File: src/hdl/adc_if_consts.svh
// global constants for the serial SAR ADC receive interface
// include this header wherever the sample width or the frame timing is needed

`ifndef ADC_IF_CONSTS_SVH
`define ADC_IF_CONSTS_SVH

// ---------------------------------------------------------------------------
// converter word
// ---------------------------------------------------------------------------

// number of bits in one conversion result, shifted out MSB first
`define ADC_RESOLUTION 18

// ---------------------------------------------------------------------------
// frame timing, all counts are in ref_clk cycles
// ---------------------------------------------------------------------------

// length of one conversion frame, from one cnv pulse to the next
`define ADC_CONV_PERIOD 24

// cycles the converter needs after cnv before its data can be clocked out
`define ADC_CONV_CYCLES 4

`endif

File: src/hdl/adc_if_pkg.sv
// shared types for the serial ADC receive path
// the RTL and the testbench refer to these by scoped names

`include "adc_if_consts.svh"

package adc_if_pkg;

  // ---------------------------------------------------------------------------
  // data types
  // ---------------------------------------------------------------------------

  // one converter sample as it travels from the lanes to the output
  typedef logic [`ADC_RESOLUTION-1:0] sample_t;

  // ---------------------------------------------------------------------------
  // timing types
  // ---------------------------------------------------------------------------

  // position inside a conversion frame, wide enough to reach ADC_CONV_PERIOD
  typedef logic [$clog2(`ADC_CONV_PERIOD)-1:0] conv_count_t;

endpackage

File: src/hdl/adc_conv_timer.sv
// conversion timer for the serial ADC interface
// issues one cnv strobe per frame and the registered clock gate window

`timescale 1ns/1ps

`include "adc_if_consts.svh"

module adc_conv_timer #(
  parameter int TWO_LANES = 1
) (
  input  logic ref_clk,
  input  logic rst_n,
  input  logic enable,
  output logic cnv,
  output logic clk_gate
);

  // ---------------------------------------------------------------------------
  // frame geometry
  // ---------------------------------------------------------------------------

  // each gate cycle carries one bit per lane
  localparam int unsigned GATE_LEN = (TWO_LANES != 0) ? (`ADC_RESOLUTION / 2) :
                                                        `ADC_RESOLUTION;

  // last count of a frame, the counter wraps to zero after it
  localparam adc_if_pkg::conv_count_t CNT_LAST =
    adc_if_pkg::conv_count_t'(`ADC_CONV_PERIOD - 1);

  // first count at which the gate register is loaded high
  localparam adc_if_pkg::conv_count_t GATE_OPEN =
    adc_if_pkg::conv_count_t'(`ADC_CONV_CYCLES);

  // first count at which the gate register is loaded low again
  localparam adc_if_pkg::conv_count_t GATE_CLOSE =
    adc_if_pkg::conv_count_t'(`ADC_CONV_CYCLES + GATE_LEN);

  adc_if_pkg::conv_count_t conv_cnt;
  logic                    in_window;

  // ---------------------------------------------------------------------------
  // frame counter
  // ---------------------------------------------------------------------------

  // count zero is the idle point, a frame only starts there when enabled
  // once a frame has left zero it always runs to the wrap, so dropping
  // enable never cuts the data transfer of the current sample
  always_ff @(posedge ref_clk or negedge rst_n) begin
    if (!rst_n) begin
      conv_cnt <= '0;
    end else if (conv_cnt == CNT_LAST) begin
      conv_cnt <= '0;
    end else if ((conv_cnt != '0) || enable) begin
      conv_cnt <= conv_cnt + adc_if_pkg::conv_count_t'(1);
    end
  end

  // the convert strobe marks the first cycle of every started frame
  assign cnv = enable && (conv_cnt == '0);

  // ---------------------------------------------------------------------------
  // clock gate window
  // ---------------------------------------------------------------------------

  // counts GATE_OPEN up to GATE_CLOSE-1 are inside the transfer window
  assign in_window = (conv_cnt >= GATE_OPEN) && (conv_cnt < GATE_CLOSE);

  // the gate is registered, so it rises ADC_CONV_CYCLES+1 cycles after cnv
  // and stays high for exactly GATE_LEN cycles
  always_ff @(posedge ref_clk or negedge rst_n) begin
    if (!rst_n) begin
      clk_gate <= 1'b0;
    end else begin
      clk_gate <= in_window;
    end
  end

endmodule

File: src/hdl/adc_lane_deser.sv
// lane deserializer for the serial ADC interface
// collects one sample from one or two lanes while clk_gate is high

`timescale 1ns/1ps

`include "adc_if_consts.svh"

module adc_lane_deser #(
  parameter int TWO_LANES = 1
) (
  input  logic                ref_clk,
  input  logic                rst_n,
  input  logic                clk_gate,
  input  logic                da,
  input  logic                db,
  output adc_if_pkg::sample_t word,
  output logic                word_done
);

  // ---------------------------------------------------------------------------
  // local signals
  // ---------------------------------------------------------------------------

  // bits arrive MSB first, so older bits move up as new ones come in
  adc_if_pkg::sample_t shift_reg;

  // gate as seen on the previous rising edge
  logic gate_d;

  // the gate was open last cycle and is closed now
  logic gate_fall;

  // ---------------------------------------------------------------------------
  // shift register
  // ---------------------------------------------------------------------------

  // the converter updates the lanes on the falling edge, so on every rising
  // edge with the gate high the lane bits are stable and can be taken
  always_ff @(posedge ref_clk) begin
    if (clk_gate) begin
      if (TWO_LANES != 0) begin
        // da carries the higher bit of each pair, db the lower one
        shift_reg <= {shift_reg[`ADC_RESOLUTION-3:0], da, db};
      end else begin
        // single lane mode, db is left unconnected at the converter
        shift_reg <= {shift_reg[`ADC_RESOLUTION-2:0], da};
      end
    end
  end

  // the shifter only moves while the gate is open, so after the last
  // sampling edge it already holds the complete sample
  assign word = shift_reg;

  // ---------------------------------------------------------------------------
  // end of word detection
  // ---------------------------------------------------------------------------

  assign gate_fall = gate_d && !clk_gate;

  always_ff @(posedge ref_clk or negedge rst_n) begin
    if (!rst_n) begin
      gate_d    <= 1'b0;
      word_done <= 1'b0;
    end else begin
      gate_d    <= clk_gate;
      // registered so that word_done lands one cycle after the gate has
      // been seen low, with word stable for the whole pulse
      word_done <= gate_fall;
    end
  end

endmodule

File: src/hdl/adc_data_format.sv
// output format stage for the serial ADC interface
// registers each finished word in the selected coding and pulses adc_valid

`timescale 1ns/1ps

`include "adc_if_consts.svh"

module adc_data_format (
  input  logic                ref_clk,
  input  logic                rst_n,
  input  logic                format,
  input  adc_if_pkg::sample_t word,
  input  logic                word_done,
  output logic                adc_valid,
  output adc_if_pkg::sample_t adc_data
);

  // ---------------------------------------------------------------------------
  // code conversion
  // ---------------------------------------------------------------------------

  // the converter delivers offset binary, flipping the MSB gives the
  // two's complement code of the same value
  adc_if_pkg::sample_t word_fmt;

  always_comb begin
    word_fmt = word;
    if (format) begin
      word_fmt[`ADC_RESOLUTION-1] = ~word[`ADC_RESOLUTION-1];
    end
  end

  // ---------------------------------------------------------------------------
  // output register
  // ---------------------------------------------------------------------------

  // format is only looked at while word_done is high, so a change of format
  // between frames takes effect on the next complete word
  // adc_data is held until the next word, there is no back pressure
  always_ff @(posedge ref_clk or negedge rst_n) begin
    if (!rst_n) begin
      adc_valid <= 1'b0;
      adc_data  <= '0;
    end else begin
      adc_valid <= word_done;
      if (word_done) begin
        adc_data <= word_fmt;
      end
    end
  end

endmodule

File: src/hdl/adc_if_top.sv
// top level of the serial SAR ADC receive interface
// connects the conversion timer, the lane deserializer and the format stage

`timescale 1ns/1ps

module adc_if_top #(
  parameter int TWO_LANES = 1
) (
  input  logic                ref_clk,
  input  logic                rst_n,
  input  logic                enable,
  input  logic                format,
  input  logic                da,
  input  logic                db,
  output logic                cnv,
  output logic                clk_gate,
  output logic                adc_valid,
  output adc_if_pkg::sample_t adc_data
);

  // ---------------------------------------------------------------------------
  // internal wiring
  // ---------------------------------------------------------------------------

  // raw sample from the deserializer, still in the converter's own coding
  adc_if_pkg::sample_t word;

  // one cycle strobe, word is complete while it is high
  logic word_done;

  // ---------------------------------------------------------------------------
  // conversion timer
  // ---------------------------------------------------------------------------

  // clk_gate leaves the chip for the converter and also frames the capture
  adc_conv_timer #(
    .TWO_LANES (TWO_LANES)
  ) u_conv_timer (
    .ref_clk  (ref_clk),
    .rst_n    (rst_n),
    .enable   (enable),
    .cnv      (cnv),
    .clk_gate (clk_gate)
  );

  // ---------------------------------------------------------------------------
  // lane deserializer
  // ---------------------------------------------------------------------------

  adc_lane_deser #(
    .TWO_LANES (TWO_LANES)
  ) u_lane_deser (
    .ref_clk   (ref_clk),
    .rst_n     (rst_n),
    .clk_gate  (clk_gate),
    .da        (da),
    .db        (db),
    .word      (word),
    .word_done (word_done)
  );

  // ---------------------------------------------------------------------------
  // output format
  // ---------------------------------------------------------------------------

  // adc_valid comes two cycles after the last sampling edge of a frame
  adc_data_format u_data_format (
    .ref_clk   (ref_clk),
    .rst_n     (rst_n),
    .format    (format),
    .word      (word),
    .word_done (word_done),
    .adc_valid (adc_valid),
    .adc_data  (adc_data)
  );

endmodule

File: config.mk
export PLATFORM = sky130hd
export DESIGN_NAME = adc_if_top
export DESIGN_NICKNAME = d
export VERILOG_FILES = /design/src/hdl/adc_if_pkg.sv /design/src/hdl/adc_conv_timer.sv /design/src/hdl/adc_lane_deser.sv /design/src/hdl/adc_data_format.sv /design/src/hdl/adc_if_top.sv
export VERILOG_INCLUDE_DIRS = /design/src /design/src/hdl
export SDC_FILE = /design/constraint.sdc
export NUM_CORES = 1
export LEC_CHECK = 0
export BUFFER_PORTS_ARGS = -buffer_cell sky130_fd_sc_hd__buf_4
export CAP_MARGIN = 20
export CORE_UTILIZATION = 54
export CTS_CLUSTER_SIZE = 16
export DETAILED_ROUTE_END_ITERATION = 10
export PLACE_DENSITY = 0.84
export SYNTH_ARGS = -nofsm -noshare
export SYNTH_HDL_FRONTEND = slang
export SYNTH_SLANG_ARGS = --single-unit
File: constraint.sdc
create_clock -name ref_clk -period 1.6 [get_ports ref_clk]
set_clock_uncertainty 0.1 [all_clocks]
set_input_delay 0.16 -clock ref_clk [delete_from_list [all_inputs] [get_ports ref_clk]]
set_output_delay 0.16 -clock ref_clk [all_outputs]
set_load 0.01 [all_outputs]
==> summary.md <==
| Metric | Value |
|---|---|
| Tcrit/Tclk final | `99.1%` |
| H-tree depth | `2` |
| Netlist cell types | `23` |
| N_diodes | `0` |
| Vias in the first global route | `between 900 and 1,000` |
| Cell taking the most area after synthesis | `dfrtp_1` |
| Crit-path max cell delay | `0.42 ns` |
| Setup-failing EPs final | `0` |
| Pin count of the biggest net entering global routing | `28` |
| Main flop type after synthesis | `dfrtp_1` |
| DR iter-0 viols | `40` |
| Core box area | `2810 um^2` |
| Largest cells by area after synthesis | `dfrtp_1 42%, edfxtp_1 33%, mux2_2 13%, ha_1 1.5%, and4bb_4 1.0%` |
| Setup crit start kind | `register` |
| Post-route design area | `2030 um^2` |
| Outcome | `complete, but fails checks` |
| Initial antenna violation count | `0` |
| Final wirelength | `2.80 mm` |
| Layout cells sized above 1 | `48.6%` |
| Port Buffer Count | `26` |
| Final Hold Fails | `0` |
| DRC viols | `7` |
| Commonest cells post-synth | `27 x dfrtp_1, 18 x edfxtp_1, 18 x mux2_2` |
| Syn Inst Count | `92` |
| Critical path peak fanout | `3` |
| Vias per cell | `5.38` |
| Clock latency on the worst-skew pair | `roughly 0.35 ns` |
| Post-synthesis mux area share | `14.1%` |
| Post-synthesis sequential area ratio | `between 70% and 80%` |
| Clock transition at path regs | `0.12 ns` |
| Die X | `56.8 um` |
| Gr ovfl total | `0` |
| Register bit total from synthesis | `45` |
| P_leak | `0.873 nW` |
| Worst r2r src | `u_conv_timer.conv_cnt[1]` |
| Cell family with most CP delay | `flip-flops` |
| CP cell instances | `inv_2, ha_4, and4b_1, buf_4` |
| Root buffer cell | `clkbuf_4` |
| Fmax | `631 MHz` |
| Antenna-violating nets left | `0` |
| Post-Synth Adder-Cell Area | `1.55%` |
| Layout Utilization | `72.3%` |
| Largest family of logic cells by synthesized area | `multiplexers` |
| Pwr Density | `2190 nW/um^2` |
| Synth Cell Area | `about 1600 um^2` |
| Slew Limit Headroom | `around 77%` |
| Final min period | `~1.6 ns` |
| Die height | `roughly 57 um` |
| Most frequent cell after synthesis | `dfrtp_1` |
| Placed cell area | `between 1500 and 2000 um^2` |
| Mean post-synth cell area | `17.6 um^2` |
| Worst Hold Class | `in -> async` |
| CTS buffer count | `5` |
| Failing checks | `design-rule violations` |
| Die area | `3220 um^2` |
| I/O pin total | `27` |
| Sinks on Clock Net | `45` |
| Global-route wire length before repair | `4.26 mm` |
| First-pass DRT Iterations | `7` |
| Worst Path Required | `1.34 ns` |
| Area fraction of the dominant cell type after synthesis | `a little over two fifths` |
| Starting Density | `a little under 60%` |
| CP Class | `reg -> out` |
| Synth Area in Simple Gates | `5.10%` |
| CP max-delay cell | `dfrtp_1` |
| Reg2reg path depth | `5` |
| # rows | `19` |
| Peak supply drop | `1.13 mV` |
| Setup crit end kind | `output pin` |
| MaxCap Viol Count | `0` |
| R2r setup slk | `0.05 ns` |
| Nets | `145` |
| WP buf/inv | `2` |
| Worst reg2reg endpoint | `u_conv_timer.conv_cnt[4]` |
| Via count | `910` |
| Synth Area in XOR/XNOR | `less than 1%` |
| Pins Over Slew Limit | `0` |
| DPL Wire Length | `1.73 mm` |
| Worst Path Arrival | `1.33 ns` |
| Async SR Flop Fraction | `60.0%` |
| EDFF count, synth | `18` |
| Post-synthesis net count | `100` |
| All-Layer GR Usage | `a little under a fifth` |
| Worst Tran Pin Value | `about 0.34 ns` |
| Compound-gate portion of the synthesized area | `2.16%` |
| CTS tree | `yes` |
| Ys Warns | `0` |
| Area grow syn2layout | `25.3%` |
| Gpl congestion | `0.806` |
| Wire per inst | `between 15 and 20 um` |
| Clock buffer depth | `2` |
## cells by family (layout without fill, tap and decap cells)
group,after synthesis,after routing
DFF,45,45
muxes,20,20
and+or+nand+nor,13,13
AOI/OAI and AO/OA,6,6
buffers and inverters,5,51
adders and majority gates,2,2
xor gates and xnor gates,1,1
## worst max-delay path by stage
stage	start	to	slack [ns]	cells after the start
2_1_floorplan	u_conv_timer.conv_cnt[0]	u_conv_timer.conv_cnt[1]	0.22	4
3_3_place_gp	u_conv_timer.conv_cnt[0]	u_conv_timer.conv_cnt[1]	0.20	4
3_5_place_dp	u_conv_timer.conv_cnt[0]	u_conv_timer.conv_cnt[1]	0.11	4
4_1_cts	u_conv_timer.conv_cnt[0]	cnv	0.003	4
5_1_grt	u_conv_timer.conv_cnt[0]	cnv	-0.008	4
6_report	u_conv_timer.conv_cnt[0]	cnv	0.01	4
## final cells by class
type	instances	area, um^2
Timing Repair Buffer	40	310
Multi-Input combinational cell	42	392
Sequential cell	45	1220
Fill cell	185	777
Clock buffer	8	58.8
Inverter	3	11.3
Tap cell	31	38.8
## per-layer routing
metal / vias to the layer above / global-route usage, % / routed length [um]
met3: 11 / 5.99 / 158
met5: - / 0 / 0
met1: 449 / 20.0 / 1120
met4: 0 / 10.5 / 69
li1: 418 / - / -
met2: 32 / 32.8 / 1450
## report_power, final
| group | total (mW) | internal [mW] | switching, mW |
|---|---|---|---|
| Sequential | 2.20 | 1.87 | 0.327 |
| Clock | 0.540 | 0.217 | 0.323 |
| Combinational | 1.71 | 0.966 | 0.739 |
| Total | 4.44 | 3.06 | 1.39 |
## worst reg2reg max path, stage by stage, from the launching register on
cell and delay, ns:
dfrtp_1 0.42, buf_4 0.14, buf_4 0.13, ha_1 0.24
nand2_1 0.09, mux2_2 0.33
## layout by cell type (no fill, tap or decap), types with 2 or more instances in the layout
cell / instances
a21oi_1: 3
buf_4: 36
clkbuf_1: 2
clkbuf_4: 5
dfrtp_1: 26
dlygate4sd3_1: 4
edfxtp_1: 18
inv_2: 2
mux2_2: 18
nand2_1: 3
nor2_1: 2
o21ai_0: 2
## flip-flops by register name (all words and copies together), names as in the netlist
name / flops
u_lane_deser.gate_d: 1
u_lane_deser.word: 18
u_data_format.adc_valid: 1
u_data_format.adc_data: 18
u_lane_deser.word_done: 1
u_conv_timer.clk_gate: 1
u_conv_timer.conv_cnt: 5
## what timing repair did
action                     in CTS  in global routing
hold buffers                    4                  0
hold endpoints to repair       30                  0
resized for setup               0                  5
setup endpoints to repair       1                  1
buffers inserted                2                  5
## metrics by stage
stage	power (mW)	setup TNS (ns)	std cells	setup WS [ns]	hold WS, ns
global route	4.67	-0.00769	169	-0.00769	0.161
global placement	3.61	0	150	0.198	-0.0103
finish	4.44	0	169	0.0142	0.153
detailed placement	3.73	0	150	0.108	-0.00425
floorplan	3.02	0	92	0.215	-0.236
CTS	4.31	0	164	0.00334	0.153
No activity file was read; power rests on OpenSTA's default activity.
